File: config.mk
export PLATFORM = sky130hd
export DESIGN_NAME = ringSubsystem
export DESIGN_NICKNAME = d
export VERILOG_FILES = /design/src/hw/ringPkg.sv /design/src/hw/ringBridge.sv /design/src/hw/ringMemory.sv /design/src/hw/ringRequester.sv /design/src/hw/ringSubsystem.sv
export SDC_FILE = /design/constraint.sdc
export NUM_CORES = 2
export LEC_CHECK = 0
export BUFFER_PORTS_ARGS = -buffer_cell sky130_fd_sc_hd__buf_2
export CORE_MARGIN = 1.5
export CORE_UTILIZATION = 57
export CTS_BUF_LIST = sky130_fd_sc_hd__clkbuf_16
export DETAILED_ROUTE_END_ITERATION = 10
export MAX_ROUTING_LAYER = met4
export PLACE_DENSITY = 0.83
export REMOVE_ABC_BUFFERS = 1
export SLEW_MARGIN = 0
export SYNTH_ARGS = -nofsm -noshare
export SYNTH_HDL_FRONTEND = slang
export SYNTH_HIERARCHICAL = 1
export SYNTH_SLANG_ARGS = --single-unit
File: constraint.sdc
create_clock -name clock -period 4.4 [get_ports clock]
set_clock_uncertainty 0.15 [all_clocks]
set_input_delay 0.44 -clock clock [delete_from_list [all_inputs] [get_ports clock]]
set_output_delay 0.44 -clock clock [all_outputs]
set_load 0.005 [all_outputs]
File: src/hw/ringPkg.sv
package ringPkg;

	// slot field widths
	localparam int seqWidth  = 16;	// group id 15..10, serial 9..0
	localparam int opmWidth  = 8;	// operation code
	localparam int addrWidth = 32;	// byte address
	localparam int dataWidth = 64;	// one data word per slot

	// first ring group, carried in the sequence word
	localparam logic [5:0] groupId = 6'h05;	// bridge pulls these responses off ring 2

	// memory node depth, indexed by address bits 6..3
	localparam int memWords = 16;	// aliases every 128 bytes

	// operation codes
	// top two bits tell the class: 10 request, 01 response, all zero idle
	typedef enum logic [opmWidth-1:0] {
		opIdle      = 8'h00,	// empty slot
		opLoad      = 8'h80,	// read one word
		opStore     = 8'h81,	// write one word
		opLoadResp  = 8'h40,	// read data returned
		opStoreResp = 8'h41		// write done, data echoed
	} opmE;

endpackage

File: src/hw/ringBridge.sv
`timescale 1ns/1ps

module ringBridge (
	input  logic                          clock,
	input  logic                          reset,
	input  logic [ringPkg::seqWidth-1:0]  l1SeqIn,	// first ring, from requester
	input  ringPkg::opmE                  l1OpmIn,
	input  logic [ringPkg::addrWidth-1:0] l1AddrIn,
	input  logic [ringPkg::dataWidth-1:0] l1DataIn,
	output logic [ringPkg::seqWidth-1:0]  l1SeqOut,	// first ring, back to requester
	output ringPkg::opmE                  l1OpmOut,
	output logic [ringPkg::addrWidth-1:0] l1AddrOut,
	output logic [ringPkg::dataWidth-1:0] l1DataOut,
	input  logic [ringPkg::seqWidth-1:0]  l2SeqIn,	// second ring, from memory
	input  ringPkg::opmE                  l2OpmIn,
	input  logic [ringPkg::addrWidth-1:0] l2AddrIn,
	input  logic [ringPkg::dataWidth-1:0] l2DataIn,
	output logic [ringPkg::seqWidth-1:0]  l2SeqOut,	// second ring, toward memory
	output ringPkg::opmE                  l2OpmOut,
	output logic [ringPkg::addrWidth-1:0] l2AddrOut,
	output logic [ringPkg::dataWidth-1:0] l2DataOut
);

	logic l1Idle;	// first ring slot empty
	logic l1Req;	// first ring slot is a request
	logic l2Idle;	// second ring slot empty
	logic l2Resp;	// response for our group
	logic holdL1;	// first ring slot must stay on its ring
	logic holdL2;	// second ring slot must stay on its ring

	logic [ringPkg::seqWidth-1:0]  l1SeqNxt;
	ringPkg::opmE                  l1OpmNxt;
	logic [ringPkg::addrWidth-1:0] l1AddrNxt;
	logic [ringPkg::dataWidth-1:0] l1DataNxt;
	logic [ringPkg::seqWidth-1:0]  l2SeqNxt;
	ringPkg::opmE                  l2OpmNxt;
	logic [ringPkg::addrWidth-1:0] l2AddrNxt;
	logic [ringPkg::dataWidth-1:0] l2DataNxt;

	// slot classes
	assign l1Idle = (l1OpmIn == ringPkg::opIdle);
	assign l1Req  = (l1OpmIn[7:6] == 2'b10);
	assign l2Idle = (l2OpmIn == ringPkg::opIdle);
	assign l2Resp = (l2OpmIn[7:6] == 2'b01) && (l2SeqIn[15:10] == ringPkg::groupId);

	assign holdL1 = !l1Idle && !l1Req;	// nothing it carries may cross
	assign holdL2 = !l2Idle && !l2Resp;	// other groups and requests stay on ring 2

	// toward the first ring
	always_comb
	begin
		if ((l1Idle || l1Req) && !holdL2)
		begin
			if (l2Resp)
			begin
				l1SeqNxt  = l2SeqIn;	// response comes home
				l1OpmNxt  = l2OpmIn;
				l1AddrNxt = l2AddrIn;
				l1DataNxt = l2DataIn;
			end
			else
			begin
				l1SeqNxt  = '0;	// nothing carried over
				l1OpmNxt  = ringPkg::opIdle;
				l1AddrNxt = '0;
				l1DataNxt = '0;
			end
		end
		else
		begin
			l1SeqNxt  = l1SeqIn;	// circulate on ring 1
			l1OpmNxt  = l1OpmIn;
			l1AddrNxt = l1AddrIn;
			l1DataNxt = l1DataIn;
		end
	end

	// toward the second ring
	always_comb
	begin
		if ((l2Idle || l2Resp) && !holdL1)
		begin
			if (l1Req)
			begin
				l2SeqNxt  = l1SeqIn;	// request crosses to memory ring
				l2OpmNxt  = l1OpmIn;
				l2AddrNxt = l1AddrIn;
				l2DataNxt = l1DataIn;
			end
			else
			begin
				l2SeqNxt  = '0;
				l2OpmNxt  = ringPkg::opIdle;
				l2AddrNxt = '0;
				l2DataNxt = '0;
			end
		end
		else
		begin
			l2SeqNxt  = l2SeqIn;	// busy target, go round again
			l2OpmNxt  = l2OpmIn;
			l2AddrNxt = l2AddrIn;
			l2DataNxt = l2DataIn;
		end
	end

	always_ff @(posedge clock)
	begin
		if (reset)
		begin
			l1SeqOut <= '0;	// both rings start empty
			l1OpmOut <= ringPkg::opIdle;
			l2SeqOut <= '0;
			l2OpmOut <= ringPkg::opIdle;
		end
		else
		begin
			l1SeqOut <= l1SeqNxt;
			l1OpmOut <= l1OpmNxt;
			l2SeqOut <= l2SeqNxt;
			l2OpmOut <= l2OpmNxt;
		end
	end

	// payload only
	always_ff @(posedge clock)
	begin
		l1AddrOut <= l1AddrNxt;
		l1DataOut <= l1DataNxt;
		l2AddrOut <= l2AddrNxt;
		l2DataOut <= l2DataNxt;
	end

endmodule

File: src/hw/ringMemory.sv
`timescale 1ns/1ps

module ringMemory (
	input  logic                          clock,
	input  logic                          reset,
	input  logic [ringPkg::seqWidth-1:0]  seqIn,	// slot from the bridge
	input  ringPkg::opmE                  opmIn,
	input  logic [ringPkg::addrWidth-1:0] addrIn,
	input  logic [ringPkg::dataWidth-1:0] dataIn,
	output logic [ringPkg::seqWidth-1:0]  seqOut,	// slot back to the bridge
	output ringPkg::opmE                  opmOut,
	output logic [ringPkg::addrWidth-1:0] addrOut,
	output logic [ringPkg::dataWidth-1:0] dataOut
);

	logic [ringPkg::dataWidth-1:0] mem [ringPkg::memWords];	// word storage

	logic [3:0] idx;	// word index, bits 6..3
	logic       isLoad;
	logic       isStore;

	assign idx     = addrIn[6:3];	// higher bits ignored, so addresses alias
	assign isLoad  = (opmIn == ringPkg::opLoad);
	assign isStore = (opmIn == ringPkg::opStore);

	// array and slot header
	always_ff @(posedge clock)
	begin
		if (reset)
		begin
			for (int i = 0; i < ringPkg::memWords; i++)
			begin
				mem[i] <= '0;	// loads of unwritten words read zero
			end
			seqOut <= '0;
			opmOut <= ringPkg::opIdle;
		end
		else
		begin
			if (isStore)
				mem[idx] <= dataIn;	// written as the request arrives

			seqOut <= seqIn;	// sequence kept so the requester can match it
			if (isLoad)
				opmOut <= ringPkg::opLoadResp;
			else if (isStore)
				opmOut <= ringPkg::opStoreResp;
			else
				opmOut <= opmIn;	// idle and responses pass
		end
	end

	// payload
	always_ff @(posedge clock)
	begin
		addrOut <= addrIn;	// address travels back unchanged
		if (isLoad)
			dataOut <= mem[idx];	// old contents, store of same cycle not seen
		else
			dataOut <= dataIn;	// store echoes its data
	end

endmodule

File: src/hw/ringRequester.sv
`timescale 1ns/1ps

module ringRequester (
	input  logic                             clock,
	input  logic                             reset,
	input  logic                             reqValid,	// command strobe, honoured when not busy
	input  logic                             reqStore,	// 1 store, 0 load
	input  logic [ringPkg::addrWidth-1:0]    reqAddr,	// command address
	input  logic [ringPkg::dataWidth-1:0]    reqData,	// store data
	output logic                             busy,		// pending command not yet injected
	output logic                             respValid,	// one-cycle response pulse
	output logic                             respStore,	// response was for a store
	output logic [ringPkg::seqWidth-1:0]     respSeq,	// sequence of the answered command
	output logic [ringPkg::dataWidth-1:0]    respData,	// load data or echoed store data
	input  logic [ringPkg::seqWidth-1:0]     seqIn,		// slot from the bridge
	input  ringPkg::opmE                     opmIn,
	input  logic [ringPkg::addrWidth-1:0]    addrIn,
	input  logic [ringPkg::dataWidth-1:0]    dataIn,
	output logic [ringPkg::seqWidth-1:0]     seqOut,	// slot toward the bridge
	output ringPkg::opmE                     opmOut,
	output logic [ringPkg::addrWidth-1:0]    addrOut,
	output logic [ringPkg::dataWidth-1:0]    dataOut
);

	logic                          pendValid;		// command waiting for an idle slot
	logic                          pendStore;
	logic [ringPkg::addrWidth-1:0] pendAddr;
	logic [ringPkg::dataWidth-1:0] pendData;
	logic [9:0]                    pendSerial;		// serial stamped at acceptance
	logic [9:0]                    serialNext;		// next free serial
	logic [1023:0]                 outstanding;		// one bit per serial in flight

	logic inIdle;		// incoming slot empty
	logic inOwnResp;	// response carrying our group id
	logic accept;		// command taken this edge
	logic inject;		// pending command goes out this edge

	assign inIdle    = (opmIn == ringPkg::opIdle);
	assign inOwnResp = (opmIn[7:6] == 2'b01) && (seqIn[15:10] == ringPkg::groupId);
	assign accept    = reqValid && !pendValid;
	assign inject    = pendValid && inIdle;
	assign busy      = pendValid;	// rises at acceptance, falls at injection

	// control state and slot header
	always_ff @(posedge clock)
	begin
		if (reset)
		begin
			pendValid   <= 1'b0;
			serialNext  <= '0;
			outstanding <= '0;
			respValid   <= 1'b0;
			seqOut      <= '0;
			opmOut      <= ringPkg::opIdle;
		end
		else
		begin
			if (accept)
			begin
				pendValid  <= 1'b1;
				serialNext <= serialNext + 10'd1;	// wraps after 1024
			end
			else if (inject)
				pendValid <= 1'b0;

			respValid <= inOwnResp && outstanding[seqIn[9:0]];	// stray serials dropped silently

			if (inOwnResp)
				outstanding[seqIn[9:0]] <= 1'b0;
			if (inject)
				outstanding[pendSerial] <= 1'b1;

			if (inject)
			begin
				seqOut <= {ringPkg::groupId, pendSerial};
				opmOut <= pendStore ? ringPkg::opStore : ringPkg::opLoad;
			end
			else if (inOwnResp)
			begin
				seqOut <= '0;	// slot freed after capture
				opmOut <= ringPkg::opIdle;
			end
			else
			begin
				seqOut <= seqIn;	// pass along
				opmOut <= opmIn;
			end
		end
	end

	// payload, no reset needed
	always_ff @(posedge clock)
	begin
		if (accept)
		begin
			pendStore  <= reqStore;
			pendAddr   <= reqAddr;
			pendData   <= reqData;
			pendSerial <= serialNext;
		end
		if (inOwnResp)
		begin
			respStore <= (opmIn == ringPkg::opStoreResp);
			respSeq   <= seqIn;
			respData  <= dataIn;
		end
		addrOut <= inject ? pendAddr : addrIn;
		dataOut <= inject ? pendData : dataIn;
	end

endmodule

File: src/hw/ringSubsystem.sv
`timescale 1ns/1ps

module ringSubsystem (
	input  logic                          clock,
	input  logic                          reset,
	input  logic                          reqValid,	// command strobe
	input  logic                          reqStore,
	input  logic [ringPkg::addrWidth-1:0] reqAddr,
	input  logic [ringPkg::dataWidth-1:0] reqData,
	output logic                          busy,		// hold off reqValid while high
	output logic                          respValid,
	output logic                          respStore,
	output logic [ringPkg::seqWidth-1:0]  respSeq,
	output logic [ringPkg::dataWidth-1:0] respData
);

	// first ring, requester to bridge
	logic [ringPkg::seqWidth-1:0]  l1FwdSeq;
	ringPkg::opmE                  l1FwdOpm;
	logic [ringPkg::addrWidth-1:0] l1FwdAddr;
	logic [ringPkg::dataWidth-1:0] l1FwdData;
	// first ring, bridge back to requester
	logic [ringPkg::seqWidth-1:0]  l1RetSeq;
	ringPkg::opmE                  l1RetOpm;
	logic [ringPkg::addrWidth-1:0] l1RetAddr;
	logic [ringPkg::dataWidth-1:0] l1RetData;
	// second ring, bridge to memory
	logic [ringPkg::seqWidth-1:0]  l2FwdSeq;
	ringPkg::opmE                  l2FwdOpm;
	logic [ringPkg::addrWidth-1:0] l2FwdAddr;
	logic [ringPkg::dataWidth-1:0] l2FwdData;
	// second ring, memory back to bridge
	logic [ringPkg::seqWidth-1:0]  l2RetSeq;
	ringPkg::opmE                  l2RetOpm;
	logic [ringPkg::addrWidth-1:0] l2RetAddr;
	logic [ringPkg::dataWidth-1:0] l2RetData;

	ringRequester ringRequester_inst (
		.clock(clock), .reset(reset),
		.reqValid(reqValid), .reqStore(reqStore), .reqAddr(reqAddr), .reqData(reqData),
		.busy(busy), .respValid(respValid), .respStore(respStore),
		.respSeq(respSeq), .respData(respData),
		.seqIn(l1RetSeq), .opmIn(l1RetOpm), .addrIn(l1RetAddr), .dataIn(l1RetData),
		.seqOut(l1FwdSeq), .opmOut(l1FwdOpm), .addrOut(l1FwdAddr), .dataOut(l1FwdData)
	);

	ringBridge ringBridge_inst (
		.clock(clock), .reset(reset),
		.l1SeqIn(l1FwdSeq), .l1OpmIn(l1FwdOpm), .l1AddrIn(l1FwdAddr), .l1DataIn(l1FwdData),
		.l1SeqOut(l1RetSeq), .l1OpmOut(l1RetOpm), .l1AddrOut(l1RetAddr), .l1DataOut(l1RetData),
		.l2SeqIn(l2RetSeq), .l2OpmIn(l2RetOpm), .l2AddrIn(l2RetAddr), .l2DataIn(l2RetData),
		.l2SeqOut(l2FwdSeq), .l2OpmOut(l2FwdOpm), .l2AddrOut(l2FwdAddr), .l2DataOut(l2FwdData)
	);

	ringMemory ringMemory_inst (
		.clock(clock), .reset(reset),
		.seqIn(l2FwdSeq), .opmIn(l2FwdOpm), .addrIn(l2FwdAddr), .dataIn(l2FwdData),
		.seqOut(l2RetSeq), .opmOut(l2RetOpm), .addrOut(l2RetAddr), .dataOut(l2RetData)
	);

endmodule

Word level (Yosys, flattened, before mapping)
Memories as Yosys holds them, arrays and structs flattened. A register that Yosys moved wholly into a read port is not among the register bits.
Index checks and enable logic that the tools add are counted.
{"block": "totals", "input_bits": 100, "ff_bits": 1704, "memories": 1, "ram_bits": 1024, "elab_cells": 120}
{"name": "ringMemory_inst.mem", "depth": 16, "word_bits": 64, "read_ports": 1, "rd_ports_with_merged_regs": 1, "wr": 16, "line": "ringMemory.sv:16", "text": "logic [ringPkg::dataWidth-1:0] mem [ringPkg::memWords];"}
{"block": "classes", "mux": 45, "n_bitwise": 3, "reduce_logical": 28, "eq_ne": 8, "order_cmp": 4, "add_sub_neg": 1}
{"op": "$mux 1024", "count": 3}
{"op": "$and 1024x1024->1024", "count": 1}
{"op": "$not 1024->1024", "count": 1}
{"op": "$or 1024x1024->1024", "count": 1}
{"op": "$mux 64", "count": 7}
{"op": "$mux 32", "count": 5}
{"op": "$mux 16", "count": 4}
{"op": "$reduce_or 64->1", "count": 1}
{"op": "$mux 8", "count": 6}
{"op": "$mux 13", "count": 2}
{"op": "$logic_not 8->1", "count": 3}
{"op": "$lt 10x11->1 const B", "count": 2}
{"op": "$demux 1 s10", "count": 2}
{"op": "$ge 10x1->1 const B", "count": 2}
{"op": "$eq 8x8->1 const B", "count": 2}
{"op": "$mux 7", "count": 2}
{"op": "$eq 6x3->1 const B", "count": 2}
{"op": "$mux 1", "count": 12}
{"op": "$logic_and 1x1->1", "count": 11}
{"op": "$add 10x1->10 const B", "count": 1}
{"op": "$bmux 1 s10", "count": 1}
{"op": "$eq 8x7->1 const B", "count": 1}
{"op": "$logic_not 1->1", "count": 7}
{"op": "$reduce_or 3->1", "count": 2}
{"op": "6 further kinds", "count": 8}

Longest topological paths before layout
{"block": "depth", "word_depth": 10, "depth_mapped": 10, "depth_no_buf": 7}

Modules after synthesis
Netlist, hierarchy kept.
{"mod": "ringRequester", "area_per_inst_um2": 54651.2, "n_inst": 1, "cells_per_inst": 5610}
{"mod": "ringMemory", "area_per_inst_um2": 48885.6, "n_inst": 1, "cells_per_inst": 3036}
{"mod": "ringBridge", "area_per_inst_um2": 7531.0, "n_inst": 1, "cells_per_inst": 593}

Worst setup path after synthesis
No wires, ideal clock.
{"block": "synth_path", "path_type": "in2reg", "from": "input port reqValid", "to": "register ringRequester_inst.serialNext[5]", "setup_time_ps": 128, "required_time_ps": 4122, "t_arrival_ps": 4462, "setup_slack_ps": -340, "path_buffers": 1, "path_stages": 6, "path_cell_list": "nor2b_1 -> clkbuf_1 -> and4_1 -> nand3_1 -> xor2_1 -> nor2_1"}
{"block": "synth_via", "elab_chain_len": 1}
{"element": "from (decl)", "line": "ringSubsystem.sv:6", "text": "input logic reqValid,"}
{"element": "$logic_and 1x1->1", "line": "ringRequester.sv:40", "text": "assign accept = reqValid && !pendValid;"}
{"element": "via ringRequester_inst.accept", "line": "ringRequester.sv:35", "text": "logic accept;"}
{"element": "to (signal assigned)", "line": "ringRequester.sv:61", "text": "serialNext <= serialNext + 10'd1;"}
{"element": "to (decl)", "line": "ringRequester.sv:30", "text": "logic [9:0] serialNext;"}
The timed path passes the listed nets, and every way through them passes these cells.
A chain may end at the register's enable or synchronous reset.

Final worst setup path
{"block": "layout_path", "from": "register ringBridge_inst/l1SeqOut[4] in the netlist's numbering", "to": "register ringRequester_inst.respValid"}
{"block": "layout_via", "elab_chain_len": 3}
{"element": "from (decl)", "line": "ringBridge.sv:10", "text": "output logic [ringPkg::seqWidth-1:0] l1SeqOut,"}
{"element": "from (signal assigned)", "line": "ringBridge.sv:118", "text": "l1SeqOut <= l1SeqNxt;"}
{"element": "$bmux 1 s10", "line": "ringRequester.sv:66", "text": "respValid <= inOwnResp && outstanding[seqIn[9:0]];"}
{"element": "$mux 1 (not written as such)", "line": "ringRequester.sv:66"}
{"element": "$logic_and 1x1->1", "line": "ringRequester.sv:66"}
{"element": "to (signal assigned)", "line": "ringRequester.sv:66"}
{"element": "to (decl)", "line": "ringRequester.sv:11", "text": "output logic respValid,"}
No other way between the ends. The select of a mux whose other input is x is not followed.

==> summary.txt <==
Run status
  • Status: complete, no violations

Yosys
  • Yosys warns: 6
  • Syn Inst Count: 8953
  • Avg Inst Size Synth: between 10 and 15 um2
  • Post-Syn Area: approximately 0.11 mm2

Timing
  • Final Hold Vio Count: 0
  • Final setup fails: 0
  • Min setup slack post-route: about 0.33 ns
  • FMAX: approximately 250 MHz
  • Tcrit/Tclk final: approximately 90%
  • Slew HR: 7.92%
  • Slew @ Worst Pin: roughly 1.4 ns
  • RSZ-0062 raised after global routing: false
  • Fin. max-slew vios: 0
  • Setup TNS: 0 ns
  • Min Tclk post-route: between 4 and 5 ns

Clock network
  • Post-CTS setup buffer count: 0
  • CTS root buffer: clkbuf_16
  • Worst-skew pair later-pin latency: 0.96 ns
  • CTS tree: yes
  • Hold buffers post-CTS: 71
  • CTS Sinks: 2588
  • H-tree depth: 5
  • Clock Tree Buf Depth: 4
  • Resize count post-CTS: 0
  • Clk slew on worst S/H paths: 0.06 ns
  • CTS Buf Count: roughly 280

Die
  • Starting density of the core: 57.6%
  • Die area: approximately 0.19 mm2
  • Die Wd: between 400 and 500 um
  • IO Pins: 183
  • Core footprint: around 0.19 mm2
  • Die Ht: 437 um
  • # rows: ~160

Power and ir drop
  • Max rail drop VDD: 0.000376 V
  • Power Density: 413 mW/mm2
  • Comb pwr share: 3.4%
  • Net Switching: around 0.011 W
  • Internal power: ~0.038 W
  • Sequential Power Share: between 50% and 60%
  • Leakage: ~39 nW
  • Clock Power Share: a little over two fifths
  • Sw frac: between 20% and 30%

Drt
  • Drt drc: 0
  • WL per Instance: ~31 um
  • DRT iter0 DRCs: around 13000
  • Vias per cell: between 7 and 8
  • Detail Route Antenna Nets: 0
  • DR pass1 iterations: 10
  • Drt total wl: 350 mm
  • Vias: 81100

GRT
  • Initial antenna violation count: 14
  • Tot GR Track Use: between 30 and 40%
  • Vias in the first global route: between 80000 and 90000
  • First-pass GRT wire length: 509 mm
  • Largest net degree at the start of global routing: 270
  • Grt ovf: 0

Worst setup path
  • CP Class: reg2reg
  • Most used cell, CP: buf_4
  • Worst path max stage delay: between 1 and 1.5 ns
  • Worst path bufs/invs: 2
  • CP arrival: 4.75 ns
  • Critical-path maximum fanout: 17
  • Delay-heaviest family, CP: simple AND/OR/NAND/NOR gates
  • Critical Path End Type: register
  • CP required: roughly 5 ns
  • Cell breakdown of the critical path: nand4b_1 > buf_4 > buf_4 > o22ai_1 > nor4_1 > o2111ai_1 > nand4_1 > o21a_1 > a41oi_1
  • CP Launch Type: register
  • Slowest stage cell on the critical path: nand4b_1

Finish
  • Layout Nets: 8840
  • Non-filler cells in the finished layout: ~11000
  • P&R area growth vs syn: 10.9%
  • Share of cells above drive strength 1: about an eighth
  • Post-route cell area: approximately 0.12 mm2

Hold path
  • Hold Path Class: in2reg

Placed design
  • DPL Wire Length: about 180 mm
  • Post-DP Area: ~0.11 mm2
  • Placed Instances: between 10000 and 15000
  • Place WS: 0.755 ns
  • Number of port buffers: 154
  • Routability cong.: a little under 1

Job
  • MaxCap Viol Count: 0
layout by cell type, fill, tap and decap left out, types with 21 or more instances in the layout:
cell	instances
dfxtp_1	1400
edfxtp_1	1184
and2_1	1035
o21ai_0	1011
o211ai_1	994
mux2i_1	513
nand2_1	387
o22ai_1	331
clkbuf_16	284
mux4_2	256
buf_4	244
buf_2	153
a22o_1	136
a21oi_1	78
inv_1	71
dlygate4sd3_1	71
mux2_2	64
nor2_1	59
nand3_1	58
clkinv_1	57
nor2b_1	53
buf_12	48
o21ai_1	45
clkinv_2	42
nor3_1	39
nor4_1	33
o2bb2ai_1	32
o2111ai_1	24
o22a_1	21
area by class of cell:
class,instances,area [um2]
clock inverters,186,1030
repair buffers,516,4270
well taps,2480,3100
inverters,8,42.5
fillers,13000,67200
multi-input cells,5350,39500
diodes,14,35.0
clock buffers,284,7110
flip-flops and latches,2588,63700
layer usage:
layer | wire length (um) | track usage, % | share of wire, % | vias to the layer above
met5 | 0 | - | 0 | -
met4 | 29100 | 25.9 | 8.3 | 0
met3 | 48400 | 10.4 | 14 | 2058
met2 | 156000 | 54.5 | 45 | 6825
met1 | 116000 | 42.7 | 33 | 39200
li1 | - | - | - | 33100
flip-flops by register name, indices dropped and copies added (netlist names), 16 cells and up:
name,flops
ringBridge_inst/l2SeqOut,16
ringRequester_inst/respData,64
ringRequester_inst/pendData,64
ringMemory_inst/seqOut,16
ringRequester_inst/respSeq,16
ringRequester_inst/seqOut,16
ringBridge_inst/l1SeqOut,16
ringRequester_inst/outstanding,1024
ringBridge_inst/l2DataOut,64
ringMemory_inst/dataOut,64
ringMemory_inst/mem,1024
ringBridge_inst/l1DataOut,64
ringRequester_inst/dataOut,64
path summary, 6_finish.rpt:
path / from / endpoint / slack [ns] / cells after the start
max: ringBridge_inst/l1SeqOut[4] / ringRequester_inst/respValid / 0.33 / 9
min: reqData[8] / ringRequester_inst/pendData[8] / 0.05 / 2
max reg2reg: ringBridge_inst/l1SeqOut[4] / ringRequester_inst/respValid / 0.33 / 9
min reg2reg: ringBridge_inst/l1AddrOut[6] / ringRequester_inst/addrOut[6] / 0.27 / 2
power by group through the flow:
stage                     clock network (W)  registers, W  logic (W)
after floorplan                           0        0.0263   0.000912
after global placement                    0        0.0263    0.00150
after detailed placement                  0        0.0264    0.00153
after CTS                            0.0215        0.0259    0.00159
after global routing                 0.0224        0.0259    0.00168
final                                0.0215        0.0259    0.00165
stage by stage:
| stage | hold slack, ns | power, W | util (%) |
|---|---|---|---|
| 3_3_place_gp | 0.264 | 0.0278 | 59.1 |
| 5_1_grt | 0.0359 | 0.0500 | 63.9 |
| 6_report | 0.0480 | 0.0491 | 63.9 |
| 4_1_cts | 0.0126 | 0.0490 | 63.9 |
| 3_5_place_dp | 0.260 | 0.0279 | 59.1 |
| 2_1_floorplan | 0.249 | 0.0272 | - |
worst register-to-register path: cells and delay by family, from the launching register on:
family          cells  cell delay (ns)
buf+inv             2             0.84
simple gates        3             1.70
flops               1             0.51
compound gates      4             0.80
Power figures use the tool's default switching activity.
